### src/legv8_isa_pkg.sv
`default_nettype none

package legv8_isa_pkg;

  localparam int NUM_REGS = 32;
  localparam int OFFSET_WIDTH = 9;  // D-format address offset

  typedef logic [4:0] reg_index_t;

  localparam reg_index_t ZERO_REG = 5'd31;  // XZR

  typedef logic [10:0] opcode_t;

  localparam opcode_t OPCODE_LDUR = 11'b11111000010;
  localparam opcode_t OPCODE_STUR = 11'b11111000000;
  localparam opcode_t OPCODE_ADD  = 11'b10001011000;
  localparam opcode_t OPCODE_SUB  = 11'b11001011000;
  localparam opcode_t OPCODE_AND  = 11'b10001010000;
  localparam opcode_t OPCODE_ORR  = 11'b10101010000;

  typedef enum logic [3:0] {
    ALU_AND = 4'b0000,
    ALU_ORR = 4'b0001,
    ALU_ADD = 4'b0010,
    ALU_SUB = 4'b0110
  } alu_op_t;

endpackage

`default_nettype wire

### src/pipeline_pkg.sv
`default_nettype none

package pipeline_pkg;

  localparam int DATA_WIDTH = 64;

  typedef logic [DATA_WIDTH-1:0] word_t;

  typedef enum logic [1:0] {
    FWD_NONE      = 2'b00,
    FWD_WRITEBACK = 2'b01,
    FWD_MEMORY    = 2'b10
  } forward_sel_t;

  // ID/EX
  typedef struct packed {
    logic                       reg_write;
    logic                       mem_read;
    logic                       mem_write;
    logic                       mem_to_reg;
    logic                       use_immediate;
    legv8_isa_pkg::alu_op_t     alu_op;
    word_t                      rn_data;
    word_t                      rm_data;
    word_t                      immediate;
    legv8_isa_pkg::reg_index_t  rd;
    legv8_isa_pkg::reg_index_t  rn;
    legv8_isa_pkg::reg_index_t  rm;
  } decode_payload_t;

  // EX/MEM
  typedef struct packed {
    logic                       reg_write;
    logic                       mem_read;
    logic                       mem_write;
    logic                       mem_to_reg;
    word_t                      alu_result;
    word_t                      store_data;
    legv8_isa_pkg::reg_index_t  rd;
  } execute_payload_t;

  // MEM/WB
  typedef struct packed {
    logic                       reg_write;
    logic                       mem_to_reg;
    word_t                      alu_result;
    word_t                      load_data;
    legv8_isa_pkg::reg_index_t  rd;
  } memory_payload_t;

endpackage

`default_nettype wire

### src/instruction_decoder.sv
`timescale 1ns/1ps
`default_nettype none

module instruction_decoder (
  input  wire [31:0]                   fetched_instruction,
  input  wire                          kill,
  input  wire pipeline_pkg::word_t     rn_data,
  input  wire pipeline_pkg::word_t     rm_data,
  output legv8_isa_pkg::reg_index_t    rn,
  output legv8_isa_pkg::reg_index_t    rm,
  output pipeline_pkg::decode_payload_t payload
);

  import legv8_isa_pkg::*;
  import pipeline_pkg::*;

  opcode_t    opcode;
  logic       reg_write;
  logic       mem_read;
  logic       mem_write;
  logic       mem_to_reg;
  logic       use_immediate;
  alu_op_t    alu_op;
  word_t      offset;
  reg_index_t rd;

  assign opcode = fetched_instruction[31:21];

  always_comb begin
    reg_write     = 1'b0;
    mem_read      = 1'b0;
    mem_write     = 1'b0;
    mem_to_reg    = 1'b0;
    use_immediate = 1'b0;
    alu_op        = ALU_ADD;
    offset        = '0;
    rn            = ZERO_REG;  // Unused sources never match a hazard
    rm            = ZERO_REG;
    rd            = ZERO_REG;
    case (opcode)
      OPCODE_LDUR: begin
        reg_write     = 1'b1;
        mem_read      = 1'b1;
        mem_to_reg    = 1'b1;
        use_immediate = 1'b1;
        offset        = {{(DATA_WIDTH-OFFSET_WIDTH){fetched_instruction[20]}},
                         fetched_instruction[20:12]};
        rn            = fetched_instruction[9:5];
        rd            = fetched_instruction[4:0];
      end
      OPCODE_STUR: begin
        mem_write     = 1'b1;
        use_immediate = 1'b1;
        offset        = {{(DATA_WIDTH-OFFSET_WIDTH){fetched_instruction[20]}},
                         fetched_instruction[20:12]};
        rn            = fetched_instruction[9:5];
        rm            = fetched_instruction[4:0];  // Rt holds the store data
      end
      OPCODE_ADD, OPCODE_SUB, OPCODE_AND, OPCODE_ORR: begin
        reg_write = 1'b1;
        rn        = fetched_instruction[9:5];
        rm        = fetched_instruction[20:16];
        rd        = fetched_instruction[4:0];
        case (opcode)
          OPCODE_SUB: alu_op = ALU_SUB;
          OPCODE_AND: alu_op = ALU_AND;
          OPCODE_ORR: alu_op = ALU_ORR;
          default:    alu_op = ALU_ADD;
        endcase
      end
      default: ;  // No-op
    endcase
  end

  always_comb begin
    payload.reg_write     = reg_write && !kill;  // Bubble on stall
    payload.mem_read      = mem_read && !kill;
    payload.mem_write     = mem_write && !kill;
    payload.mem_to_reg    = mem_to_reg;
    payload.use_immediate = use_immediate;
    payload.alu_op        = alu_op;
    payload.rn_data       = rn_data;
    payload.rm_data       = rm_data;
    payload.immediate     = offset;
    payload.rd            = rd;
    payload.rn            = rn;
    payload.rm            = rm;
  end

endmodule

`default_nettype wire

### config.mk
export PLATFORM = sky130hd
export DESIGN_NAME = instruction_decoder
export DESIGN_NICKNAME = d
export VERILOG_FILES = /design/src/legv8_isa_pkg.sv /design/src/pipeline_pkg.sv /design/src/instruction_decoder.sv
export SDC_FILE = /design/constraint.sdc
export NUM_CORES = 1
export LEC_CHECK = 0
export BUFFER_PORTS_ARGS = -buffer_cell sky130_fd_sc_hd__buf_2
export CAP_MARGIN = 20
export CORE_AREA = 2 2 151 153
export DETAILED_ROUTE_END_ITERATION = 8
export DIE_AREA = 0 0 153 155
export PLACE_DENSITY_LB_ADDON = 0.05
export SLEW_MARGIN = 10
export SYNTH_ARGS = -nofsm -noshare
export SYNTH_HDL_FRONTEND = slang
export SYNTH_SLANG_ARGS = --single-unit
### constraint.sdc
create_clock -name vclk -period 3
set_input_delay 0.3 -clock vclk [all_inputs]
set_output_delay 0.3 -clock vclk [all_outputs]
set_load 0.02 [all_outputs]
==> impl_metrics.toml <==
[setup_path]
worstSetupPathType = "in -> out"
crit_required_ns = 2.70
cp-start-kind = "input pin"
worst_ep_arrival_time_ns = 1.84
critPathMaxFanout = 12
end_kind = "primary output"

[sta]
slew_violations = 0
fin_tns_setup_ns = 0
setup_viol = 0
tightest_slew_ns = 0.554
period_share_pct = 71.3
min_period_ns = 2.14
slew_headroom_pct = 62.7
rsz0062_at_grt = "false"
hold_viol_final = 0
max_freq_mhz = 467

[synth]
synth_area_leader_cell = "buf_4"
ys_types = 26
syn_inst = 260
ys_top_cells_by_area = "buf_4 (76%), o21bai_1 (3.8%), and2_1 (2.9%)"
synth_xor_area_share_pct = 0
synth_top_area_share_pct = 75.7
ys_warn_count = 0
syn-num-nets = 421
synth_compound_area_share_pct = 6.56
synth_top_family_by_area = "buffers and inverters"
syn_area_per_cell_sq_um = 7.55
synthMuxAreaShare_pct = 0.510
synth-simple-area-share_pct = 15.3
synthesis.area_sq_um = 1960
synth_seq_area_share_pct = 0
synthAdderAreaFrac_pct = 0

[floorplanning]
start_util_pct = 8.83
core_area_sq_um = 22200
die_w_microns = 153
top_level_ports = 387
dieArea_sq_um = 23700
die_y_microns = 155
rows = 55

[clocking]
post_cts_resized = 0
cts_post_setup_buffers_inserted = 0
hold_buffers = 0

[final_layout]
nets = 355
final_cell_mix = "buf_2 (128), o21bai_1 (10), and2_1 (9)"
regArea_sq_um = 0
area_growth_pct = -24.3
final_common_cell = "buf_2"
design.seq.count = 0
antenna_cells = 0
stdcell_count = 477
drive_gt1_share_pct = 72.4
clock_buffers = 0

[global_routing]
grt_pass1_vias = 1134
overflow = 0
grt_pass1_wl_microns = 7250
grt_usage_pct = 3.83
antenna_found_initial = 1
grt_max_degree = 57

[power_and_ir_drop]
power_uw = 56.6
pwr_density_cell_nw_per_um2 = 38.1
p_leak_uw = 0.000770
ir_worst_vdd_mv = 0.0120

[placed_design]
routabilityCongestion = 0.625
placedCellCount = 477
port-buffer-count = 128
hpwlAfterDp_microns = 4680

[drt]
firstDrtPassIters = 4
first_iter_violations = 39
via_count = 1181
routedWlPerCell_microns = 11.2
drt_wl_total_microns = 5330
ant_nets = 0
drc = 0
vias_per_cell = 2.48

[flow_run]
cap_viol_max_count = 0

[min_path]
worstHoldPathType = "in -> out"

[status]
status = "complete, no violations"
[through the flow]
step                      hold WS, ns  worst slack [ns]  instance area, sq um  util, %
final                           0.600             0.861                  1490     6.68
after global routing            0.600             0.645                  1490     6.68
after CTS                       0.600             0.778                  1490     6.68
after detailed placement        0.600             0.779                  1490     6.68
after global placement          0.600             0.761                  1490     6.68
after floorplan                 0.686             0.342                  1960        -
[logic make-up (layout without fill, tap and decap cells)]
family / after synthesis / in the layout
buffers and inverters: 203 / 135
AND/OR/NAND/NOR: 39 / 39
AO/OA/AOI/OAI: 16 / 16
other: 1 / 1
multiplexers: 1 / 1
[power by group]
| part | internal (uW) | leakage [uW] | switching, uW | total (uW) |
|---|---|---|---|---|
| Combinational | 25.7 | 0.000770 | 30.8 | 56.6 |
| Clock | 0 | 0 | 0 | 0 |
| Sequential | 0 | 0 | 0 | 0 |
| Total | 25.7 | 0.000770 | 30.8 | 56.6 |
[cells in the mapped netlist]
cell	count
and2_1	9
and3_1	1
and4b_1	2
buf_4	198
buf_6	2
clkbuf_1	1
conb_1	1
inv_1	2
mux2i_1	1
nand2_1	3
nand3_1	5
nand4_1	5
nand4b_1	1
nand4bb_4	1
nor2_1	1
nor3_1	1
nor3_2	1
nor4_1	3
nor4_2	1
nor4_4	2
o21ba_1	1
o21bai_1	10
o221ai_1	5
or2_1	1
or2_4	1
or3_1	1
[worst paths after layout]
| check | start | to | cells after the start |
|---|---|---|---|
| min | rn_data[14] | payload[157] | 0 |
| max | fetched_instruction[23] | rn[1] | 6 |
[metal layers]
layer | track usage, % | share of wire (%)
met4 | 2.20 | 4.8
met5 | 0 | 0
met1 | 4.31 | 36
met3 | 1.25 | 12
met2 | 6.36 | 48
[worst max-delay path: stages]
cell and delay [ns]:
buf_2 0.11, and4b_1 0.43, and3_1 0.50, buf_4 0.23, o21bai_1 0.10, buf_2 0.17
[cell type report]
| type | instances | area, sq um |
|---|---|---|
| timing repair buffer | 133 | 678 |
| multi-input combinational | 57 | 443 |
| tap | 285 | 357 |
| fill | 2629 | 20700 |
| inverter | 2 | 7.51 |
Note: power is estimated with default switching activity, not from simulation.
