==> src/legv8_isa_pkg.sv <==
`default_nettype none

package legv8_isa_pkg;

  localparam int NUM_REGS = 32;
  localparam int OFFSET_WIDTH = 9;  // D-format address offset

  typedef logic [4:0] reg_index_t;

  localparam reg_index_t ZERO_REG = 5'd31;  // XZR

  typedef logic [10:0] opcode_t;

  localparam opcode_t OPCODE_LDUR = 11'b11111000010;
  localparam opcode_t OPCODE_STUR = 11'b11111000000;
  localparam opcode_t OPCODE_ADD  = 11'b10001011000;
  localparam opcode_t OPCODE_SUB  = 11'b11001011000;
  localparam opcode_t OPCODE_AND  = 11'b10001010000;
  localparam opcode_t OPCODE_ORR  = 11'b10101010000;

  typedef enum logic [3:0] {
    ALU_AND = 4'b0000,
    ALU_ORR = 4'b0001,
    ALU_ADD = 4'b0010,
    ALU_SUB = 4'b0110
  } alu_op_t;

endpackage

`default_nettype wire

==> src/pipeline_pkg.sv <==
`default_nettype none

package pipeline_pkg;

  localparam int DATA_WIDTH = 64;

  typedef logic [DATA_WIDTH-1:0] word_t;

  typedef enum logic [1:0] {
    FWD_NONE      = 2'b00,
    FWD_WRITEBACK = 2'b01,
    FWD_MEMORY    = 2'b10
  } forward_sel_t;

  // ID/EX
  typedef struct packed {
    logic                       reg_write;
    logic                       mem_read;
    logic                       mem_write;
    logic                       mem_to_reg;
    logic                       use_immediate;
    legv8_isa_pkg::alu_op_t     alu_op;
    word_t                      rn_data;
    word_t                      rm_data;
    word_t                      immediate;
    legv8_isa_pkg::reg_index_t  rd;
    legv8_isa_pkg::reg_index_t  rn;
    legv8_isa_pkg::reg_index_t  rm;
  } decode_payload_t;

  // EX/MEM
  typedef struct packed {
    logic                       reg_write;
    logic                       mem_read;
    logic                       mem_write;
    logic                       mem_to_reg;
    word_t                      alu_result;
    word_t                      store_data;
    legv8_isa_pkg::reg_index_t  rd;
  } execute_payload_t;

  // MEM/WB
  typedef struct packed {
    logic                       reg_write;
    logic                       mem_to_reg;
    word_t                      alu_result;
    word_t                      load_data;
    legv8_isa_pkg::reg_index_t  rd;
  } memory_payload_t;

endpackage

`default_nettype wire

==> src/hazard_unit.sv <==
`timescale 1ns/1ps
`default_nettype none

module hazard_unit (
  input  wire                             CLOCK,
  input  wire                             reset,
  input  wire legv8_isa_pkg::reg_index_t  rn,
  input  wire legv8_isa_pkg::reg_index_t  rm,
  input  wire                             execute_mem_read,
  input  wire legv8_isa_pkg::reg_index_t  execute_rd,
  input  wire legv8_isa_pkg::reg_index_t  ex_rn,
  input  wire legv8_isa_pkg::reg_index_t  ex_rm,
  input  wire                             memory_reg_write,
  input  wire legv8_isa_pkg::reg_index_t  memory_rd,
  input  wire                             writeback_reg_write,
  input  wire legv8_isa_pkg::reg_index_t  writeback_rd,
  output logic                            stall,
  output pipeline_pkg::forward_sel_t      forward_rn,
  output pipeline_pkg::forward_sel_t      forward_rm
);

  import legv8_isa_pkg::*;
  import pipeline_pkg::*;

  // Younger result wins
  function automatic forward_sel_t select_source(input reg_index_t source);
    if (memory_reg_write && memory_rd != ZERO_REG && memory_rd == source) begin
      return FWD_MEMORY;
    end
    if (writeback_reg_write && writeback_rd != ZERO_REG && writeback_rd == source) begin
      return FWD_WRITEBACK;
    end
    return FWD_NONE;
  endfunction

  always_comb begin
    forward_rn = select_source(ex_rn);
    forward_rm = select_source(ex_rm);
  end

  assign stall = execute_mem_read && execute_rd != ZERO_REG &&
                 (execute_rd == rn || execute_rd == rm);

  // The killed slot behind a load must clear the hazard
  a_single_stall: assert property (@(posedge CLOCK) disable iff (reset) stall |=> !stall)
    else $error("Load-use stall lasted more than one cycle");

endmodule

`default_nettype wire

==> config.mk <==
export PLATFORM = sky130hd
export DESIGN_NAME = hazard_unit
export DESIGN_NICKNAME = d
export VERILOG_FILES = /design/src/legv8_isa_pkg.sv /design/src/pipeline_pkg.sv /design/src/hazard_unit.sv
export SDC_FILE = /design/constraint.sdc
export NUM_CORES = 1
export LEC_CHECK = 0
export BUFFER_PORTS_ARGS = -buffer_cell sky130_fd_sc_hd__buf_2
export CAP_MARGIN = 10
export CELL_PAD_IN_SITES_DETAIL_PLACEMENT = 0
export CELL_PAD_IN_SITES_GLOBAL_PLACEMENT = 1
export CORE_MARGIN = 3
export CORE_UTILIZATION = 20
export DETAILED_ROUTE_END_ITERATION = 10
export MAX_ROUTING_LAYER = met4
export PLACE_DENSITY = 0.93
export SLEW_MARGIN = 20
export SYNTH_ARGS = -nofsm -noshare
export SYNTH_HDL_FRONTEND = slang
export SYNTH_SLANG_ARGS = --single-unit
==> constraint.sdc <==
create_clock -name vclk -period 1.3
set_clock_uncertainty 0.1 [all_clocks]
set_input_delay 0.26 -clock vclk [all_inputs]
set_output_delay 0.26 -clock vclk [all_outputs]
set_load 0.02 [all_outputs]
==> results.py, run 1 <==
metrics = {
    "power": {
        "max-vdd-ir-drop_mv": 0.160,
        "leakagePower_nw": 0.460,
        "powerDensity_mw_per_mm2": 325,
        "power.total_uw": 336,
    },
    "logic_synthesis": {
        "synth_warnings": 0,
        "synth.distinct_cells": 11,
        "postSynthAreaPerCell_um2": 7.53,
        "synthesis.area_um2": 392,
        "synth.net_count": 92,
        "post_synth_inst_count": 52,
        "synth_sequential_area_ratio": 0,
    },
    "global_route": {
        "grt.busiest_layer": "met2",
        "global_route.usage.total": 0.138,
        "use_met1": 0.143,
        "via_count_of_the_first_global_routing_pass": 676,
        "grt_start_max_net_pins": 4,
        "groute.layer.met3.usage": 0.0119,
        "use_met2": 0.291,
        "antenna_found_initial": 0,
        "grt_pass1_wl_mm": 2.76,
        "globalRoute.totalOverflow": 0,
    },
    "sta": {
        "finalCritPeriodShare": 1.34,
        "max_slew.worst_pin.slew_ns": 0.316,
        "fin_tns_setup_ns": -1.51,
        "rsz_0062_raised_after_global_routing": "yes",
        "postLayoutSetupSlackWorst_ns": -0.441,
        "min_period_ns": 1.74,
        "fin_worst_hold_slack_ns": 0.785,
        "setup_viol": 5,
        "max_clock_freq_ghz": 0.574,
        "hold_violations": 0,
        "slew_headroom": 0.788,
        "final-max-slew-violation-count": 0,
    },
    "routing": {
        "drtAntennaViolNets": 0,
        "routed-via-count": 596,
        "final_routed_wire_length_divided_by_cell_count_um": 12.6,
        "initialDrtViolationCount": 0,
        "detail_route.drc_violations": 0,
        "wl_mm": 1.67,
        "detailedRoute.firstPassIterationCount": 1,
        "vias_per_cell": 4.48,
    },
    "cells_and_area": {
        "flops_and_latches": 0,
        "layout-area-overhead-vs-synth_pct": 164,
        "fin_nets": 150,
        "layout.cells.non_filler": 133,
        "antennaDiodeCount": 0,
        "final_layout_size_suffix_gt1_frac": 0.704,
        "count_of_clock_net_buffers_in_the_final_layout": 0,
        "sequential_cell_area_um2": 0,
    },
    "placed_design": {
        "post-dp-hpwl_mm": 1.36,
        "numPortBuffers": 43,
        "place_congestion": 0.754,
        "numPlacedInstances": 133,
    },
    "critical_path": {
        "cp.arrival_ns": 1.38,
        "criticalPathCategory": "input pin to primary output",
        "kind_of_end_point_of_the_critical_path": "primary output",
        "critical-path-max-stage-delay_ns": 0.54,
        "critPathLaunchType": "input pin",
        "cp_data_required_time_ns": 0.94,
        "worstPathCellList": "buf_6 -> xor2_2 -> or4_4 -> nor4_4 -> buf_4",
        "crit_buf_inv": 2,
        "slowest_stage": "sky130_fd_sc_hd__or4_4",
        "path_max_fanout": 2,
        "worst_path_dominant_cell_family": "simple AND/OR/NAND/NOR gates",
    },
    "worst_hold_path": {
        "endpoint_with_the_worst_hold_slack": "stall",
        "hold_depth": 4,
        "hold_path.startpoint": "execute_mem_read",
        "hold_crit_path_type": "input pin to primary output",
    },
    "run_status": {
        "failed_checks": "negative setup slack",
        "status": "complete, but fails checks",
    },
    "floorplanning": {
        "start_util": 0.220,
        "fp.coreArea_mm2": 0.00178,
        "die_x_um": 50.3,
        "num_rows": 15,
        "pin_count": 45,
        "fp.dieH_um": 50.3,
        "fp.dieArea_mm2": 0.00253,
    },
    "flow_run": {
        "max_cap_violations": 0,
    },
    "clock_tree": {
        "post-cts-setup-buffer-count": 0,
    },
}
kinds of logic after synthesis:
group / after synthesis / synth area share
AOI/OAI and AO/OA: 4 / 0.0511
xor gates and xnor gates: 30 / 0.671
and+or+nand+nor: 18 / 0.278
synthesized netlist by cell type (all sizes together):
cell / number / area, µm²
nand3: 7 / 35.0
or4: 2 / 15.0
o21ai: 3 / 15.0
a21oi: 1 / 5.00
xnor2: 10 / 87.6
nor4: 4 / 37.5
xor2: 20 / 175
nor3: 2 / 10.0
nand2: 3 / 11.3
stage by stage:
step | worst slack, ns | util | cell area [µm²]
after floorplan | -0.282 | - | 443
after global placement | -0.481 | 0.441 | 787
after detailed placement | -0.504 | 0.441 | 787
after CTS | -0.423 | 0.512 | 913
after global routing | -0.494 | 0.580 | 1030
final | -0.441 | 0.580 | 1030
report_power, final:
part	total, mW	switching, mW	internal (mW)	leakage, nW
Clock	0	0	0	0
Sequential	0	0	0	0
Combinational	0.336	0.149	0.187	0.460
final cells by class:
type / count / area (µm²)
Multi-Input combinational cell: 52 / 589
Tap cell: 25 / 31.3
Fill cell: 134 / 748
Timing Repair Buffer: 56 / 414
what timing repair did:
item | 4_1_cts | 5_1_grt
resized for setup | 26 | 24
pin swaps | 14 | 12
hold buffers | 0 | 0
setup endpoints to repair | 5 | 5
worst min-delay path, delay by kind of cell:
kind	cells	cell delay, ns
buf+inv	2	0.22
compound gates	2	0.14
cell usage in the layout, fill, tap and decap left out:
master / instances
sky130_fd_sc_hd__buf_2: 25
sky130_fd_sc_hd__xor2_1: 18
sky130_fd_sc_hd__buf_4: 17
sky130_fd_sc_hd__buf_6: 13
sky130_fd_sc_hd__xnor2_1: 4
sky130_fd_sc_hd__nand3_1: 4
sky130_fd_sc_hd__nor4_4: 4
sky130_fd_sc_hd__nand3_2: 3
sky130_fd_sc_hd__xnor2_4: 3
sky130_fd_sc_hd__xnor2_2: 3
sky130_fd_sc_hd__nor3_1: 2
sky130_fd_sc_hd__nand2_1: 2
sky130_fd_sc_hd__or4_4: 2
sky130_fd_sc_hd__o21ai_0: 1
sky130_fd_sc_hd__a21oi_2: 1
sky130_fd_sc_hd__nand2_4: 1
sky130_fd_sc_hd__o21ai_4: 1
sky130_fd_sc_hd__xor2_4: 1
sky130_fd_sc_hd__o21ai_1: 1
sky130_fd_sc_hd__xor2_2: 1
sky130_fd_sc_hd__buf_8: 1
worst max-delay path by stage:
stage,start,endpoint,depth (start not counted)
after floorplan,ex_rm[3],forward_rm[0],3
after global placement,writeback_rd[2],forward_rn[0],6
after detailed placement,writeback_rd[2],forward_rm[0],6
after CTS,ex_rn[4],forward_rn[0],5
after global routing,ex_rm[4],forward_rm[0],5
final,ex_rn[4],forward_rn[0],5
routing by layer:
layer  wire length, µm  share of wire
met1               605           0.36
met2               896           0.54
met3               171           0.10
met4                 0              0
met5                 0              0
(Power assumes the default switching activity.)
==> run 2: changes to the inputs <==
==> constraint.sdc (replaced) <==
create_clock -name vclk -period 1.3
set_clock_uncertainty 0.1 [all_clocks]
set_input_delay 0.13 -clock vclk [all_inputs]
set_output_delay 0.13 -clock vclk [all_outputs]
set_load 0.02 [all_outputs]
==> run 2 against run 1 <==
Final cell count decreased by 3.8%. Cell area decreased by 16%. First-iteration DRC count increased by 4. Global-route usage decreased by 1.3 points. The flow still finishes with violations (negative setup slack). Fmax increased by 16%. Sequential share of layout area unchanged. Power decreased by 18%. Utilization decreased by 9.2 points. Sequential cell count unchanged. Wire length decreased by 13%. Die area unchanged. Largest cell class unchanged.
==> results.py, run 2 (same netlist as run 1, synthesis figures left out) <==
metrics = {
    "run_status": {
        "status": "complete, but fails checks",
        "failed_checks": "negative setup slack",
    },
    "cells_and_area": {
        "flops_and_latches": 0,
        "fin_nets": 145,
        "final_layout_size_suffix_gt1_frac": 0.650,
        "most_frequent_standard_cell_in_the_layout_excluding_fill_and_tap_cells": "sky130_fd_sc_hd__buf_2",
        "final.fill_count": 160,
        "sequential_cell_area_um2": 0,
        "count_of_clock_net_buffers_in_the_final_layout": 0,
        "layout.cells.most_common_list": "33 x sky130_fd_sc_hd__buf_2, 19 x sky130_fd_sc_hd__xor2_1, 10 x sky130_fd_sc_hd__buf_4",
        "area_used_by_multi_input_combinational_logic_um2": 509,
        "antennaDiodeCount": 0,
        "layout-area-overhead-vs-synth_pct": 122,
        "layout.cells.non_filler": 128,
    },
    "critical_path": {
        "kind_of_end_point_of_the_critical_path": "primary output",
        "worstPathCellList": "buf_2 -> xor2_1 -> or4_4 -> nor4_4 -> buf_4",
        "cp.arrival_ns": 1.27,
        "path_max_fanout": 2,
        "criticalPathCategory": "input pin to primary output",
        "slowest_stage": "sky130_fd_sc_hd__or4_4",
        "crit_path_start": "ex_rm[0]",
        "cp.depth": 5,
        "cp_data_required_time_ns": 1.07,
        "critical-path-max-stage-delay_ns": 0.56,
        "crit_buf_inv": 2,
        "critPathLaunchType": "input pin",
        "worst_path_dominant_cell_family": "simple AND/OR/NAND/NOR gates",
    },
    "placed_design": {
        "numPlacedInstances": 128,
        "place_congestion": 0.802,
        "post-dp-hpwl_mm": 1.29,
        "numPortBuffers": 43,
    },
    "sta": {
        "final-max-slew-violation-count": 0,
        "fin_tns_setup_ns": -0.426,
        "rsz_0062_raised_after_global_routing": "yes",
        "slew_headroom": 0.766,
        "finalCritPeriodShare": 1.16,
        "setup_viol": 4,
        "postLayoutSetupSlackWorst_ns": -0.204,
        "max_clock_freq_ghz": 0.665,
        "min_period_ns": 1.50,
        "hold_violations": 0,
        "max_slew.worst_pin.slew_ns": 0.349,
    },
    "routing": {
        "initialDrtViolationCount": 4,
        "vias_per_cell": 4.35,
        "detail_route.drc_violations": 0,
        "drtAntennaViolNets": 0,
        "detailedRoute.firstPassIterationCount": 4,
        "final_routed_wire_length_divided_by_cell_count_um": 11.4,
        "wl_mm": 1.46,
        "routed-via-count": 557,
    },
    "floorplanning": {
        "fp.dieH_um": 50.3,
        "start_util": 0.220,
        "die_x_um": 50.3,
        "fp.dieArea_mm2": 0.00253,
        "num_rows": 15,
        "pin_count": 45,
        "fp.coreArea_mm2": 0.00178,
    },
    "global_route": {
        "via_count_of_the_first_global_routing_pass": 588,
        "grt_pass1_wl_mm": 2.51,
        "antenna_found_initial": 0,
        "global_route.usage.total": 0.125,
        "grt_start_max_net_pins": 4,
        "globalRoute.totalOverflow": 0,
    },
    "worst_hold_path": {
        "endpoint_with_the_worst_hold_slack": "stall",
        "hold_path.startpoint": "execute_mem_read",
        "hold_crit_path_type": "input pin to primary output",
        "hold_depth": 4,
    },
    "power": {
        "netSwitchingFraction": 0.474,
        "combinationalPowerShare": 1.000,
        "p_int_uw": 144,
        "max-vdd-ir-drop_mv": 0.120,
        "leakagePower_nw": 0.393,
        "power.total_uw": 274,
        "powerDensity_mw_per_mm2": 315,
        "p_switching_uw": 130,
        "pwr-share-seq": 0,
        "power.share.clock": 0,
    },
    "clock_tree": {
        "holdBufCountCts": 0,
    },
    "flow_run": {
        "max_cap_violations": 0,
    },
}
run 2: cell count changes in the layout (fill, tap and decap cells not counted), moves of 3 or more:
cell and change:
sky130_fd_sc_hd__buf_6 -5, sky130_fd_sc_hd__xnor2_1 +3, sky130_fd_sc_hd__xnor2_4 -3, sky130_fd_sc_hd__buf_4 -7, sky130_fd_sc_hd__buf_2 +8
run 2: worst max-delay path by stage:
| stage | slack (ns) | to |
|---|---|---|
| after detailed placement | -0.25 | forward_rm[0] |
| after global placement | -0.23 | forward_rm[0] |
| after global routing | -0.25 | forward_rm[0] |
| after floorplan | -0.02 | forward_rm[0] |
| final | -0.20 | forward_rm[0] |
| after CTS | -0.18 | forward_rm[0] |
run 2: timing repair:
item                       CTS  global route
gates resized for setup     18             9
setup buffers                0             0
pin swaps                    2             6
setup endpoints to repair    4             5
run 2: power groups by stage:
stage,clock network (mW),logic (mW),registers [mW]
after floorplan,0,0.109,0
after global placement,0,0.226,0
after detailed placement,0,0.233,0
after CTS,0,0.264,0
after global routing,0,0.300,0
final,0,0.274,0
run 2: stage by stage:
stage	utilization	setup WS [ns]	instance area, µm²	hold slack, ns
final	0.488	-0.204	871	0.507
after global routing	0.488	-0.247	871	0.523
after CTS	0.466	-0.179	831	0.510
after detailed placement	0.418	-0.247	746	0.509
after global placement	0.418	-0.227	746	0.507
after floorplan	-	-0.0220	439	0.307
run 2: cell type report:
cell class	instances	area share
multi-input cells	52	0.585
well taps	25	0.0359
repair buffers	51	0.379
run 2: layer usage:
layer	part of all wire	track usage
met1	0.39	0.153
met2	0.49	0.237
met3	0.13	0.00593
met5	0	-
met4	0	0
==> run 3: changes to the inputs <==
--- a/config.mk
+++ b/config.mk
@@ -10,10 +10,12 @@
 export CELL_PAD_IN_SITES_DETAIL_PLACEMENT = 0
 export CELL_PAD_IN_SITES_GLOBAL_PLACEMENT = 1
 export CORE_MARGIN = 3
-export CORE_UTILIZATION = 20
+export CORE_UTILIZATION = 22
 export DETAILED_ROUTE_END_ITERATION = 10
+export GPL_TIMING_DRIVEN = 0
 export MAX_ROUTING_LAYER = met4
-export PLACE_DENSITY = 0.93
+export PLACE_DENSITY = 0.95
+export SKIP_LAST_GASP = 1
 export SLEW_MARGIN = 20
 export SYNTH_ARGS = -nofsm -noshare
 export SYNTH_HDL_FRONTEND = slang
==> constraint.sdc (replaced) <==
create_clock -name vclk -period 1.5
set_clock_uncertainty 0.1 [all_clocks]
set_input_delay 0.15 -clock vclk [all_inputs]
set_output_delay 0.15 -clock vclk [all_outputs]
set_load 0.02 [all_outputs]
==> run 3 against run 2 <==
The run still ends with negative setup slack left. Combinational power shrank 35%. Power fell by 35%. Cell area decreased by 21%. Critical endpoint unchanged. Largest cell class unchanged. Largest power group unchanged.
==> results.py, run 3 (same netlist as run 1, synthesis figures left out) <==
metrics = {
    "placed_design": {
        "dp_worst_setup_slack_ns": -0.0616,
        "place_congestion": 0.737,
        "post-dp-hpwl_mm": 1.27,
        "numPortBuffers": 43,
    },
    "sta": {
        "setup_viol": 2,
        "finalCritPeriodShare": 1.04,
        "max_clock_freq_ghz": 0.638,
        "postLayoutSetupSlackWorst_ns": -0.0674,
        "hold_violations": 0,
        "slew_headroom": 0.727,
        "min_period_ns": 1.57,
        "max_slew.worst_pin.slew_ns": 0.406,
        "fin_tns_setup_ns": -0.0947,
        "final-max-slew-violation-count": 0,
        "rsz_0062_raised_after_global_routing": "yes",
    },
    "routing": {
        "vias_per_cell": 4.24,
        "final_routed_wire_length_divided_by_cell_count_um": 11.6,
        "detailedRoute.firstPassIterationCount": 4,
        "routed-via-count": 505,
        "initialDrtViolationCount": 8,
        "drtAntennaViolNets": 0,
        "detail_route.drc_violations": 0,
        "wl_mm": 1.38,
    },
    "cells_and_area": {
        "layout.cells.most_common_list": "37 x sky130_fd_sc_hd__buf_2, 19 x sky130_fd_sc_hd__xor2_1, 10 x sky130_fd_sc_hd__xnor2_1",
        "count_of_clock_net_buffers_in_the_final_layout": 0,
        "flops_and_latches": 0,
        "layout-area-overhead-vs-synth_pct": 76.0,
        "fin_nets": 137,
        "sequential_cell_area_um2": 0,
        "most_frequent_standard_cell_in_the_layout_excluding_fill_and_tap_cells": "sky130_fd_sc_hd__buf_2",
        "final_layout_size_suffix_gt1_frac": 0.505,
        "antennaDiodeCount": 0,
        "final.fill_count": 161,
    },
    "power": {
        "p_int_uw": 94.1,
        "max-vdd-ir-drop_mv": 0.0962,
        "powerDensity_mw_per_mm2": 260,
        "pwr-share-seq": 0,
        "p_switching_uw": 85.3,
        "power.share.clock": 0,
        "leakagePower_nw": 0.317,
        "netSwitchingFraction": 0.476,
        "combinationalPowerShare": 1.000,
    },
    "critical_path": {
        "kind_of_end_point_of_the_critical_path": "primary output",
        "path_max_fanout": 2,
        "cp.arrival_ns": 1.32,
        "cp_data_required_time_ns": 1.25,
        "critPathLaunchType": "input pin",
        "criticalPathCategory": "input pin to primary output",
    },
    "global_route": {
        "grt_start_max_net_pins": 4,
        "grt.busiest_layer": "met2",
        "antenna_found_initial": 0,
        "globalRoute.totalOverflow": 0,
        "grt_pass1_wl_mm": 1.99,
        "global_route.usage.total": 0.115,
        "via_count_of_the_first_global_routing_pass": 524,
        "use_met2": 0.195,
        "groute.layer.met3.usage": 0.0185,
        "use_met1": 0.146,
    },
    "floorplanning": {
        "start_util": 0.246,
        "fp.dieH_um": 48.2,
        "fp.coreArea_mm2": 0.00159,
        "pin_count": 45,
        "die_x_um": 48.2,
        "num_rows": 14,
        "fp.dieArea_mm2": 0.00232,
    },
    "worst_hold_path": {
        "hold_crit_path_type": "input pin to primary output",
    },
    "run_status": {
        "status": "complete, but fails checks",
        "failed_checks": "negative setup slack",
    },
    "clock_tree": {
        "post-cts-setup-buffer-count": 0,
        "holdBufCountCts": 0,
    },
    "flow_run": {
        "max_cap_violations": 0,
    },
}
==> run 3: metrics by stage <==
step                       util  cell area (µm²)  hold WS (ns)  power [mW]  std cells
after floorplan               -              392         0.347      0.0768         52
after global placement    0.400              637         0.537       0.160        119
after detailed placement  0.400              637         0.544       0.165        119
after CTS                 0.403              642         0.548       0.166        119
after global routing      0.432              689         0.587       0.198        119
final                     0.432              689         0.546       0.179        119
==> run 3: final cells by class <==
class / count / area [µm²] / share of cell area
multi-input combinational: 52 / 418 / 0.606
tap: 24 / 30.0 / 0.0436
timing repair buffer: 43 / 241 / 0.350
==> run 3: power by group through the flow <==
| stage | Combinational, mW | Clock [mW] | Sequential, mW |
|---|---|---|---|
| after detailed placement | 0.165 | 0 | 0 |
| after global routing | 0.198 | 0 | 0 |
| after CTS | 0.166 | 0 | 0 |
| after global placement | 0.160 | 0 | 0 |
| after floorplan | 0.0768 | 0 | 0 |
| final | 0.179 | 0 | 0 |
==> run 3: repair_timing <==
| item | CTS | global route |
|---|---|---|
| resized for setup | 2 | 12 |
| setup endpoints to repair | 2 | 4 |
| pin swaps | 0 | 5 |
==> run 3: path summary, 6_finish.rpt <==
kind	from	endpoint	slack, ns	depth (start not counted)
max	ex_rm[3]	forward_rm[0]	-0.07	5
min	execute_mem_read	stall	0.55	4
==> run 3: worst max-delay path, stage by stage <==
cell                     delay (ns)
sky130_fd_sc_hd__buf_4         0.13
sky130_fd_sc_hd__xor2_2        0.14
sky130_fd_sc_hd__or4_4         0.52
sky130_fd_sc_hd__nor4_4        0.20
sky130_fd_sc_hd__buf_4         0.17
==> run 3: routing by layer <==
layer,vias to the layer above,part of all wire
met2,19,0.55
met5,-,0
met4,0,0.0087
li1,266,-
met3,2,0.056
met1,218,0.39
