`config.mk`:
```
export PLATFORM = sky130hd
export DESIGN_NAME = execute_stage
export DESIGN_NICKNAME = d
export VERILOG_FILES = /design/src/legv8_isa_pkg.sv /design/src/pipeline_pkg.sv /design/src/execute_stage.sv
export SDC_FILE = /design/constraint.sdc
export NUM_CORES = 1
export LEC_CHECK = 0
export BUFFER_PORTS_ARGS = -buffer_cell sky130_fd_sc_hd__buf_2
export CORE_AREA = 2 2 191 193
export DETAILED_ROUTE_END_ITERATION = 10
export DIE_AREA = 0 0 193 195
export MAX_ROUTING_LAYER = met4
export PLACE_DENSITY_LB_ADDON = 0.05
export SLEW_MARGIN = 40
export SYNTH_ARGS = -nofsm -noshare
export SYNTH_HDL_FRONTEND = slang
export SYNTH_SLANG_ARGS = --single-unit
```
`constraint.sdc`:
```
create_clock -name vclk -period 8.3
set_clock_uncertainty 0.2 [all_clocks]
set_input_delay 0.83 -clock vclk [all_inputs]
set_output_delay 0.83 -clock vclk [all_outputs]
set_load 0.02 [all_outputs]
```
`src/legv8_isa_pkg.sv`:
```
`default_nettype none

package legv8_isa_pkg;

  localparam int NUM_REGS = 32;
  localparam int OFFSET_WIDTH = 9;  // D-format address offset

  typedef logic [4:0] reg_index_t;

  localparam reg_index_t ZERO_REG = 5'd31;  // XZR

  typedef logic [10:0] opcode_t;

  localparam opcode_t OPCODE_LDUR = 11'b11111000010;
  localparam opcode_t OPCODE_STUR = 11'b11111000000;
  localparam opcode_t OPCODE_ADD  = 11'b10001011000;
  localparam opcode_t OPCODE_SUB  = 11'b11001011000;
  localparam opcode_t OPCODE_AND  = 11'b10001010000;
  localparam opcode_t OPCODE_ORR  = 11'b10101010000;

  typedef enum logic [3:0] {
    ALU_AND = 4'b0000,
    ALU_ORR = 4'b0001,
    ALU_ADD = 4'b0010,
    ALU_SUB = 4'b0110
  } alu_op_t;

endpackage

`default_nettype wire

```
`src/pipeline_pkg.sv`:
```
`default_nettype none

package pipeline_pkg;

  localparam int DATA_WIDTH = 64;

  typedef logic [DATA_WIDTH-1:0] word_t;

  typedef enum logic [1:0] {
    FWD_NONE      = 2'b00,
    FWD_WRITEBACK = 2'b01,
    FWD_MEMORY    = 2'b10
  } forward_sel_t;

  // ID/EX
  typedef struct packed {
    logic                       reg_write;
    logic                       mem_read;
    logic                       mem_write;
    logic                       mem_to_reg;
    logic                       use_immediate;
    legv8_isa_pkg::alu_op_t     alu_op;
    word_t                      rn_data;
    word_t                      rm_data;
    word_t                      immediate;
    legv8_isa_pkg::reg_index_t  rd;
    legv8_isa_pkg::reg_index_t  rn;
    legv8_isa_pkg::reg_index_t  rm;
  } decode_payload_t;

  // EX/MEM
  typedef struct packed {
    logic                       reg_write;
    logic                       mem_read;
    logic                       mem_write;
    logic                       mem_to_reg;
    word_t                      alu_result;
    word_t                      store_data;
    legv8_isa_pkg::reg_index_t  rd;
  } execute_payload_t;

  // MEM/WB
  typedef struct packed {
    logic                       reg_write;
    logic                       mem_to_reg;
    word_t                      alu_result;
    word_t                      load_data;
    legv8_isa_pkg::reg_index_t  rd;
  } memory_payload_t;

endpackage

`default_nettype wire

```
`src/execute_stage.sv`:
```
`timescale 1ns/1ps
`default_nettype none

module execute_stage (
  input  wire pipeline_pkg::decode_payload_t  payload,
  input  wire pipeline_pkg::forward_sel_t     forward_rn,
  input  wire pipeline_pkg::forward_sel_t     forward_rm,
  input  wire pipeline_pkg::word_t            memory_result,
  input  wire pipeline_pkg::word_t            writeback_result,
  output pipeline_pkg::execute_payload_t      result
);

  import legv8_isa_pkg::*;
  import pipeline_pkg::*;

  word_t operand_a;
  word_t rm_value;
  word_t operand_b;
  word_t alu_result;

  function automatic word_t forward_mux(input forward_sel_t sel, input word_t own);
    case (sel)
      FWD_MEMORY:    return memory_result;
      FWD_WRITEBACK: return writeback_result;
      default:       return own;
    endcase
  endfunction

  always_comb begin
    operand_a = forward_mux(forward_rn, payload.rn_data);
    rm_value  = forward_mux(forward_rm, payload.rm_data);
    operand_b = payload.use_immediate ? payload.immediate : rm_value;  // Address offset
  end

  always_comb begin
    case (payload.alu_op)
      ALU_AND: alu_result = operand_a & operand_b;
      ALU_ORR: alu_result = operand_a | operand_b;
      ALU_ADD: alu_result = operand_a + operand_b;
      ALU_SUB: alu_result = operand_a - operand_b;
      default: alu_result = '0;
    endcase
  end

  always_comb begin
    result.reg_write  = payload.reg_write;
    result.mem_read   = payload.mem_read;
    result.mem_write  = payload.mem_write;
    result.mem_to_reg = payload.mem_to_reg;
    result.alu_result = alu_result;
    result.store_data = rm_value;  // Rt for STUR
    result.rd         = payload.rd;
  end

endmodule

`default_nettype wire

```
==> metrics.md, run 1 <==
| Metric | Value |
|---|---|
| Status | `finished clean` |
| Vias/cell | `5.60` |
| Final Hold Viols | `0` |
| Synth warn | `0` |
| Number of placed cells counting well taps | `2,471` |
| Worst Path Max Fanout | `22` |
| Die span in y | `195 um` |
| RePlAce Congestion | `0.908` |
| PD cells | `113 nW/um2` |
| Nets@finish | `2,450` |
| Synth Net Count | `2,060` |
| WL per Instance | `22.0 um` |
| Clock buffer count | `0` |
| Fin crit share | `95.3%` |
| Starting DRC count in detailed routing | `810` |
| Worst slew pin tran | `0.807 ns` |
| Share of cells above drive strength 1 | `28.0%` |
| Hold_ws | `1.46 ns` |
| Crit path DAT | `6.88 ns` |
| GRT Util Overall | `around 28%` |
| Hold_buf cts | `0` |
| Min Tclk post-route | `7.91 ns` |
| Cells after Synth | `1,626` |
| Total Power | `1.48 mW` |
| Drt pass-1 iters | `5` |
| Io pins | `485` |
| Avg Synthesized Cell Area | `6.32 um2` |
| Die W | `193 um` |
| Max Freq | `126 MHz` |
| Global-route wire length before repair | `79.6 mm` |
| DRC viols | `0` |
| Total Wirelength | `54.6 mm` |
| Final Util | `between 30 and 40%` |
| Placed Area | `between 10,000 and 15,000 um2` |
| Worst setup SP type | `input pin` |
| Setup Crit Path Kind | `in2out` |
| Setup Total Neg Slack | `0 ns` |
| Reg area | `0 um2` |
| Mapped Area | `10,300 um2` |
| Hold crit path type | `in2out` |
| Req. time, crit path | `about 7.3 ns` |
| Slew HR | `a little under half` |
| Leak | `6.14 nW` |
| Hpwl dp | `45.1 mm` |
| ANT nets after route | `0` |
| Pre-CTS setup slack | `0.190 ns` |
| Setup-failing EPs final | `0` |
| CP Capture Type | `primary output` |
| I/O Buffers | `457` |
| Maximum vdd drop | `between 0.00007 and 0.00008 V` |
| Final std cells w/o fill | `2,479` |
| Total grt overflow | `0` |
| RSZ-0062 raised after global routing | `false` |
| Die area | `about 38,000 um2` |
| Max-Cap Viols | `0` |
| Initial Util | `29.1%` |
| Sequential element share of the synthesized area | `0%` |
| Largest net degree at the start of global routing | `68` |
| Final slew viol count | `0` |
| Initial antenna violation count | `4` |
| Post-route setup slack | `just under 0.4 ns` |
| Netlist cell types | `67` |
| Num rows | `69` |
| Seq cells | `0` |
| Area delta synth->final | `27.3%` |
| Vias in the first global route | `13,265` |
| Final Cell Area | `13,100 um2` |
| CORE AREA | `35,400 um2` |
| Via count | `13,883` |
[cell usage in the layout (no fill, tap or decap), drive strengths merged, types with 8 or more instances in the layout]
cell type / n
and2: 8
nor2b: 21
buf: 515
ha: 85
nor3: 31
or3: 11
xnor2: 60
a221oi: 25
a21oi: 87
o21bai: 17
a22oi: 109
a21o: 36
o21ai: 221
nor2: 81
inv: 46
a221o: 14
a31oi: 19
mux2: 19
a211oi: 9
nand4: 23
xor2: 61
nor4: 9
nor3b: 11
o31a: 8
nand2b: 17
maj3: 62
o31ai: 20
nand2: 291
[layer usage]
metal / track usage, % / routed length (um) / part of all wire (%) / vias up
li1: - / - / - / 6769
met1: 36.5 / 24400 / 45 / 6525
met2: 46.6 / 25900 / 47 / 537
met3: 2.79 / 3240 / 5.9 / 52
met4: 5.53 / 1080 / 2.0 / 0
met5: - / 0 / 0 / -
[cells by family (layout without fill, tap and decap cells)]
group | after synthesis | count (layout) | synth area share (%)
compound gates | 619 | 619 | 38.7
simple gates | 539 | 539 | 24.2
buf+inv | 174 | 562 | 7.52
fa+ha+maj | 148 | 148 | 16.6
xor+xnor | 121 | 121 | 10.3
mux | 25 | 25 | 2.66
other cells | 0 | 4 | 0
[where the power goes]
part	leakage, nW	total (mW)	internal [mW]	switching (mW)
Clock	0.0000270	0.0000000147	0.0000000147	0
Sequential	0	0	0	0
Combinational	6.14	1.48	0.558	0.926
Total	6.14	1.48	0.558	0.926
[worst paths after layout]
path / from / endpoint / cells after the start
worst max-delay path: forward_rm[0] / result[130] / 28
worst min-delay path: payload[14] / result[4] / 0
[critical path, cell delays in order]
cell       delay, ns
buf_2           0.11
inv_1           0.08
ha_4            0.30
clkbuf_16       0.24
nand2_1         0.06
o21ai_0         0.16
mux2i_1         0.28
ha_1            0.23
o21ai_1         0.19
nor3_4          0.35
nand4_4         0.19
or3_1           0.48
or2_2           0.47
nor2_1          0.20
a21oi_1         0.11
xnor2_1         0.14
ha_1            0.37
a21o_1          0.22
a21o_1          0.18
a21oi_1         0.21
o21bai_1        0.09
a21o_1          0.18
a31oi_1         0.28
nand2_1         0.12
a21o_1          0.17
o41ai_1         0.06
a221o_1         0.35
buf_2           0.22
[area by class of cell]
class | count | area (um2)
Antenna cell | 4 | 10.0
Inverter | 46 | 173
Tap cell | 461 | 577
Multi-Input combinational cell | 1452 | 9580
Timing Repair Buffer | 516 | 2750
Fill cell | 4066 | 22300
[synthesized netlist by cell type, types with 13 or more instances]
library cell	instances	area (um2)
maj3_1	62	621
xnor2_1	60	526
nor2b_1	21	131
nand4_1	22	138
o31ai_1	18	135
o21ai_1	13	65.1
a21oi_1	87	435
a221o_1	14	140
a31oi_1	19	119
o21bai_1	17	128
mux2_2	19	214
a22oi_1	109	818
buf_2	18	90.1
nor2_1	80	300
clkbuf_1	74	278
nand2b_1	17	106
a221oi_1	24	210
o21ai_0	208	1040
ha_1	85	1060
nand2_1	291	1090
a21o_1	36	270
xor2_1	61	534
nor3_1	28	140
inv_1	45	169
buf_1	17	63.8
[timing repair]
| action | in CTS | in global routing |
|---|---|---|
| buffers inserted | 0 | 4 |
| resized for setup | 0 | 6 |
| endpoints found under the setup margin | 0 | 10 |
Note: power is estimated with default switching activity, not from simulation.
==> run 2, diff against run 1 <==
--- a/config.mk
+++ b/config.mk
@@ -5,7 +5,7 @@
 export SDC_FILE = /design/constraint.sdc
 export NUM_CORES = 1
 export LEC_CHECK = 0
-export BUFFER_PORTS_ARGS = -buffer_cell sky130_fd_sc_hd__buf_2
+export BUFFER_PORTS_ARGS = -buffer_cell sky130_fd_sc_hd__buf_4
 export CORE_AREA = 2 2 191 193
 export DETAILED_ROUTE_END_ITERATION = 10
 export DIE_AREA = 0 0 193 195
==> run 2 against run 1 <==
Hold slack is the same. Die area is the same. First-iteration DRC count grew 9.0%. Wire length grew 2.3%. Via count grew 1.3%. Setup slack lost 0.0017 ns. Final cell count is essentially flat. Core utilization grew 3.3 points. Global-route usage grew 0.60 points.
==> metrics.md, run 2 (same netlist as run 1, synthesis figures left out) <==
| Metric | Value |
|---|---|
| Pre-CTS setup slack | `0.326 ns (+0.135 ns)` |
| Layout fillers | `3,898 (-4.1%)` |
| Final Cell Area | `14,300 um2 (+9.0%)` |
| Total Wirelength | `55.9 mm (+2.3%)` |
| Hold_buf cts | `0 (unchanged)` |
| Total Power | `1.58 mW (+6.2%)` |
| Nets@finish | `2,450 (unchanged)` |
| Setup Crit Path Kind | `in2out` |
| Vias/cell | `5.68 (+1.4%)` |
| Req. time, crit path | `7.27 ns (about the same)` |
| Multi-input gate area | `9620 um2 (+0.40%)` |
| Min Tclk post-route | `7.91 ns (+0.00167 ns)` |
| Hold_ws | `1.46 ns (unchanged)` |
| Worst setup SP type | `input pin` |
| RSZ-0062 raised after global routing | `false` |
| Commonest non-fill, non-tap cells in the layout | `buf_4 (514), nand2_1 (289), o21ai_0 (208)` |
| Net switching power | `936 uW (+1.1%)` |
| Max Freq | `126 MHz (about the same)` |
| Clock buffer count | `0 (unchanged)` |
| Post-route setup slack | `0.388 ns (-0.00167 ns)` |
| ANT nets after route | `0 (unchanged)` |
| Setup Total Neg Slack | `0 ns (unchanged)` |
| I/O Buffers | `457 (unchanged)` |
| Reg area | `0 um2 (unchanged)` |
| CORE AREA | `35,400 um2 (unchanged)` |
| Leak | `6.49 nW (+5.6%)` |
| Worst slew pin tran | `0.762 ns (-0.0453 ns)` |
| Hpwl dp | `46.3 mm (+2.6%)` |
| PD cells | `110 nW/um2 (-2.6%)` |
| Max-Cap Viols | `0 (unchanged)` |
| Cell internal power dissipation | `639 uW (+15%)` |
| Combinational Power Share | `100.0% (about the same)` |
| Drt pass-1 iters | `6 (+1)` |
| Die span in y | `195 um (unchanged)` |
| Die W | `193 um (unchanged)` |
| Seq cells | `0 (unchanged)` |
| Final slew viol count | `0 (unchanged)` |
| Setup-failing EPs final | `0 (unchanged)` |
| GRT Util Overall | `28.5% (+0.60 points)` |
| Die area | `37,600 um2 (unchanged)` |
| Total grt overflow | `0 (unchanged)` |
| Most common cell after layout, fill and taps aside | `buf_4` |
| Clock power share | `0% (unchanged)` |
| Hold crit path type | `in2out` |
| Io pins | `485 (unchanged)` |
| Status | `finished clean` |
| Global-route wire length before repair | `81.6 mm (+2.6%)` |
| Maximum vdd drop | `0.0000866 V (+16%)` |
| Final Hold Viols | `0 (unchanged)` |
| Placed Area | `14,200 um2 (+8.8%)` |
| Crit path DAT | `6.88 ns (about the same)` |
| Fin crit share | `95.3% (about the same)` |
| WL per Instance | `22.5 um (+2.3%)` |
| Worst Path Max Fanout | `20 (-9.1%)` |
| Vias in the first global route | `13,725 (+3.5%)` |
| Initial antenna violation count | `3 (-1)` |
| Largest net degree at the start of global routing | `73 (+7.4%)` |
| Area delta synth->final | `38.8%` |
| Initial Util | `29.1% (unchanged)` |
| CP Capture Type | `primary output` |
| Share of cells above drive strength 1 | `28.3% (+0.30 points)` |
| RePlAce Congestion | `0.910 (+0.23%)` |
| Flop pwr share | `0% (unchanged)` |
| Sw Ratio | `59.4% (-3.0 points)` |
| Slew HR | `48.7% (+2.5 points)` |
| Num rows | `69 (unchanged)` |
| DRC viols | `0 (unchanged)` |
| Starting DRC count in detailed routing | `883 (+9.0%)` |
| Via count | `14,067 (+1.3%)` |
run 2: path summary, 6_finish.rpt:
check / start / endpoint / depth (start not counted)
setup / recovery: forward_rm[0] / result[131] / 24
hold / removal: payload[14] / result[4] / 0
run 2: routing by layer:
metal  share of wire (%)  vias up  GRT usage, %
met1                  44     6701          36.5
met4                 2.0        0          5.56
met5                   0        -             -
met3                 6.2       49          3.13
li1                    -     6772             -
met2                  48      545          48.4
run 2: layout make-up:
type                            instances  share of cell area (%)
Antenna cell                            3                  0.0526
Inverter                               46                    1.21
Multi-Input combinational cell       1452                    67.4
Tap cell                              461                    4.04
Timing Repair Buffer                  516                    27.3
run 2: through the flow:
step	utilization, %	std cells
2_1_floorplan	-	1626
3_3_place_gp	40.0	2471
3_5_place_dp	40.0	2472
4_1_cts	40.0	2472
5_1_grt	40.3	2478
6_report	40.3	2478
run 2: timing repair:
| action | in CTS | in global routing |
|---|---|---|
| endpoints found under the setup margin | 0 | 4 |
| endpoints found under the hold margin | 0 | 0 |
| gates resized for setup | 0 | 12 |
| buffers inserted | 0 | 3 |
run 2: worst max-delay path, cell delays in order:
cell	delay, ns
buf_4	0.12
inv_1	0.07
ha_4	0.29
buf_4	0.22
nor2_1	0.24
buf_4	0.29
a221oi_1	0.11
buf_4	0.22
a2111oi_1	0.50
nand3_1	0.29
nor4b_1	0.48
and4_1	0.54
a31o_2	0.23
xor2_1	0.15
ha_1	0.32
a21oi_1	0.26
o21bai_1	0.09
a21oi_1	0.32
a21oi_1	0.12
a211o_1	0.28
a221oi_1	0.36
xor2_1	0.22
o21ai_0	0.11
buf_4	0.18
run 2: power by group through the flow:
stage	clock network (mW)	logic, mW	registers, mW
final	0.0000000486	1.58	0
after floorplan	0	0.968	0
after detailed placement	0	1.54	0
after global routing	0.0000000485	1.71	0
after CTS	0	1.55	0
after global placement	0	1.54	0
==> run 3, diff against run 2 <==
--- a/config.mk
+++ b/config.mk
@@ -9,7 +9,6 @@
 export CORE_AREA = 2 2 191 193
 export DETAILED_ROUTE_END_ITERATION = 10
 export DIE_AREA = 0 0 193 195
-export MAX_ROUTING_LAYER = met4
 export PLACE_DENSITY_LB_ADDON = 0.05
 export SLEW_MARGIN = 40
 export SYNTH_ARGS = -nofsm -noshare
==> run 3 against run 2 <==
Final area fell by 0.58%. Total power fell by 0.68%. Final cell count fell by 0.32%. Setup slack got worse by 0.24 ns. Largest power group unchanged. Critical path depth rose by 3. Largest cell class unchanged. Global-route usage fell by 1.0 points.
==> metrics.md, run 3 (same netlist as run 1, synthesis figures left out) <==
| Metric | Value |
|---|---|
| Hold crit path type | `in2out` |
| Max-Cap Viols | `0 (unchanged)` |
| Via count | `13,871 (-1.4%)` |
| Maximum vdd drop | `0.0000925 V (+6.9%)` |
| Req. time, crit path | `7.27 ns (about the same)` |
| Vias/cell | `5.62 (-1.1%)` |
| Setup Total Neg Slack | `0 ns (unchanged)` |
| Worst slew pin tran | `0.826 ns (+0.0640 ns)` |
| Combinational Power Share | `100.0% (about the same)` |
| CORE AREA | `35,400 um2 (unchanged)` |
| Final std cells w/o fill | `2,470 (-0.32%)` |
| Hpwl dp | `45.5 mm (-1.7%)` |
| Worst Path Max Fanout | `21 (+5.0%)` |
| Initial Util | `29.1% (unchanged)` |
| Most common cell after layout, fill and taps aside | `buf_4` |
| ANT nets after route | `0 (unchanged)` |
| Worst Hold Endpoint | `result[4]` |
| Share of cells above drive strength 1 | `27.8% (-0.46 points)` |
| Global-route wire length before repair | `81.6 mm (-0.10%)` |
| Worst setup SP type | `input pin` |
| Clock power share | `0% (unchanged)` |
| Total grt overflow | `0 (unchanged)` |
| Area delta synth->final | `38.0%` |
| Worst hold stages | `0 (unchanged)` |
| Starting DRC count in detailed routing | `787 (-11%)` |
| Die span in y | `195 um (unchanged)` |
| Min Tclk post-route | `8.15 ns (+0.240 ns)` |
| Sw Ratio | `59.3% (-0.12 points)` |
| Leak | `6.44 nW (-0.71%)` |
| Layout fillers | `3,895 (-0.077%)` |
| Clock buffer count | `0 (unchanged)` |
| I/O Buffers | `457 (unchanged)` |
| Die W | `193 um (unchanged)` |
| PD cells | `110 nW/um2 (about the same)` |
| Slew HR | `44.4% (-4.3 points)` |
| Vias in the first global route | `13,600 (-0.91%)` |
| RePlAce Congestion | `0.881 (-3.2%)` |
| Seq cells | `0 (unchanged)` |
| Total Power | `1.57 mW (-0.68%)` |
| Hold path start | `payload[14]` |
| Status | `finished clean` |
| Largest net degree at the start of global routing | `73 (unchanged)` |
| Cell internal power dissipation | `637 uW (-0.39%)` |
| Num rows | `69 (unchanged)` |
| Final slew viol count | `0 (unchanged)` |
| Initial antenna violation count | `1 (-2)` |
| GRT Util Overall | `27.5% (-1.0 points)` |
| Nets@finish | `2,444 (-0.24%)` |
| Drt pass-1 iters | `6 (unchanged)` |
| Final Hold Viols | `0 (unchanged)` |
| Number of placed cells counting well taps | `2,468 (-0.16%)` |
| Crit path DAT | `7.12 ns (+0.24 ns)` |
| Flop pwr share | `0% (unchanged)` |
| CP Capture Type | `primary output` |
| Die area | `37,600 um2 (unchanged)` |
| Commonest non-fill, non-tap cells in the layout | `buf_4 (508), nand2_1 (289), o21ai_0 (207)` |
| Total Wirelength | `55.6 mm (-0.55%)` |
| Setup Crit Path Kind | `in2out` |
| Max Freq | `123 MHz (-2.9%)` |
| Io pins | `485 (unchanged)` |
| RSZ-0062 raised after global routing | `true` |
| Reg area | `0 um2 (unchanged)` |
| DRC viols | `0 (unchanged)` |
| Fin crit share | `98.2% (+2.9 points)` |
| Net switching power | `928 uW (-0.88%)` |
| WL per Instance | `22.5 um (-0.23%)` |
| Setup-failing EPs final | `0 (unchanged)` |
==> run 3: cell types whose count changed in the layout (fill, tap and decap cells not counted), moves of 2 or more <==
cell | before | now
diode_2 | 3 | 1
buf_4 | 514 | 508
o41ai_1 | 3 | 5
ha_2 | 3 | 1
o41ai_2 | 2 | 0
==> run 3: final cells by class <==
class                      instances  area (um2)  area share [%]
antenna                            1        2.50          0.0176
inverter                          46         173            1.22
multi-input combinational       1452        9590            67.6
tap                              461         577            4.07
timing repair buffer             510        3850            27.1
==> run 3: timing repair <==
action	CTS	global route
hold buffers	0	0
buffers inserted	0	1
endpoints found under the setup margin	0	4
endpoints found under the hold margin	0	0
gates resized for setup	0	7
==> run 3: power by group through the flow <==
stage / combinational, mW / clock, mW / sequential (mW)
after floorplan: 0.968 / 0 / 0
after global placement: 1.54 / 0 / 0
after detailed placement: 1.54 / 0 / 0
after CTS: 1.55 / 0 / 0
after global routing: 1.70 / 0.0000000162 / 0
final: 1.57 / 0.0000000163 / 0
==> run 3: per-layer routing <==
| layer | up-vias | global-route usage, % | wire, um |
|---|---|---|---|
| met5 | - | 0 | 0 |
| met4 | 0 | 2.75 | 532 |
| met3 | 27 | 2.80 | 2970 |
| met2 | 460 | 49.5 | 27400 |
| met1 | 6629 | 36.3 | 24700 |
| li1 | 6755 | - | - |
==> run 3: through the flow <==
step | hold WS [ns] | util (%) | cell area (um2) | worst slack, ns
3_5_place_dp | 1.46 | 39.9 | 14100 | 0.267
5_1_grt | 1.46 | 40.1 | 14200 | -0.0245
4_1_cts | 1.46 | 39.9 | 14100 | 0.246
6_report | 1.46 | 40.1 | 14200 | 0.147
3_3_place_gp | 1.46 | 39.9 | 14100 | 0.337
2_1_floorplan | 1.57 | - | 10300 | 0.267
==> run 3: worst max path at each step <==
stage | start | to | cells past startpoint
final | forward_rm[0] | result[132] | 27
after global placement | forward_rm[0] | result[132] | 26
after CTS | forward_rm[0] | result[132] | 26
after floorplan | payload[211] | result[128] | 26
after global routing | forward_rm[0] | result[132] | 28
after detailed placement | forward_rm[0] | result[132] | 26
==> run 3: critical path, cell delays in order <==
cell	delay [ns]
buf_4	0.11
inv_1	0.08
ha_4	0.30
clkbuf_16	0.24
a221o_1	0.29
and2_1	0.21
o41ai_1	0.53
nand2b_1	0.27
and4bb_2	0.45
and4_1	0.25
nor2b_1	0.14
buf_4	0.14
and3_1	0.21
a21oi_1	0.09
xnor2_1	0.28
ha_1	0.35
and3_1	0.17
a221o_1	0.35
a2111oi_1	0.42
buf_4	0.18
nor2_1	0.03
nand3b_1	0.27
a31oi_2	0.33
o22ai_1	0.14
xnor2_1	0.15
o21ai_1	0.13
buf_4	0.19
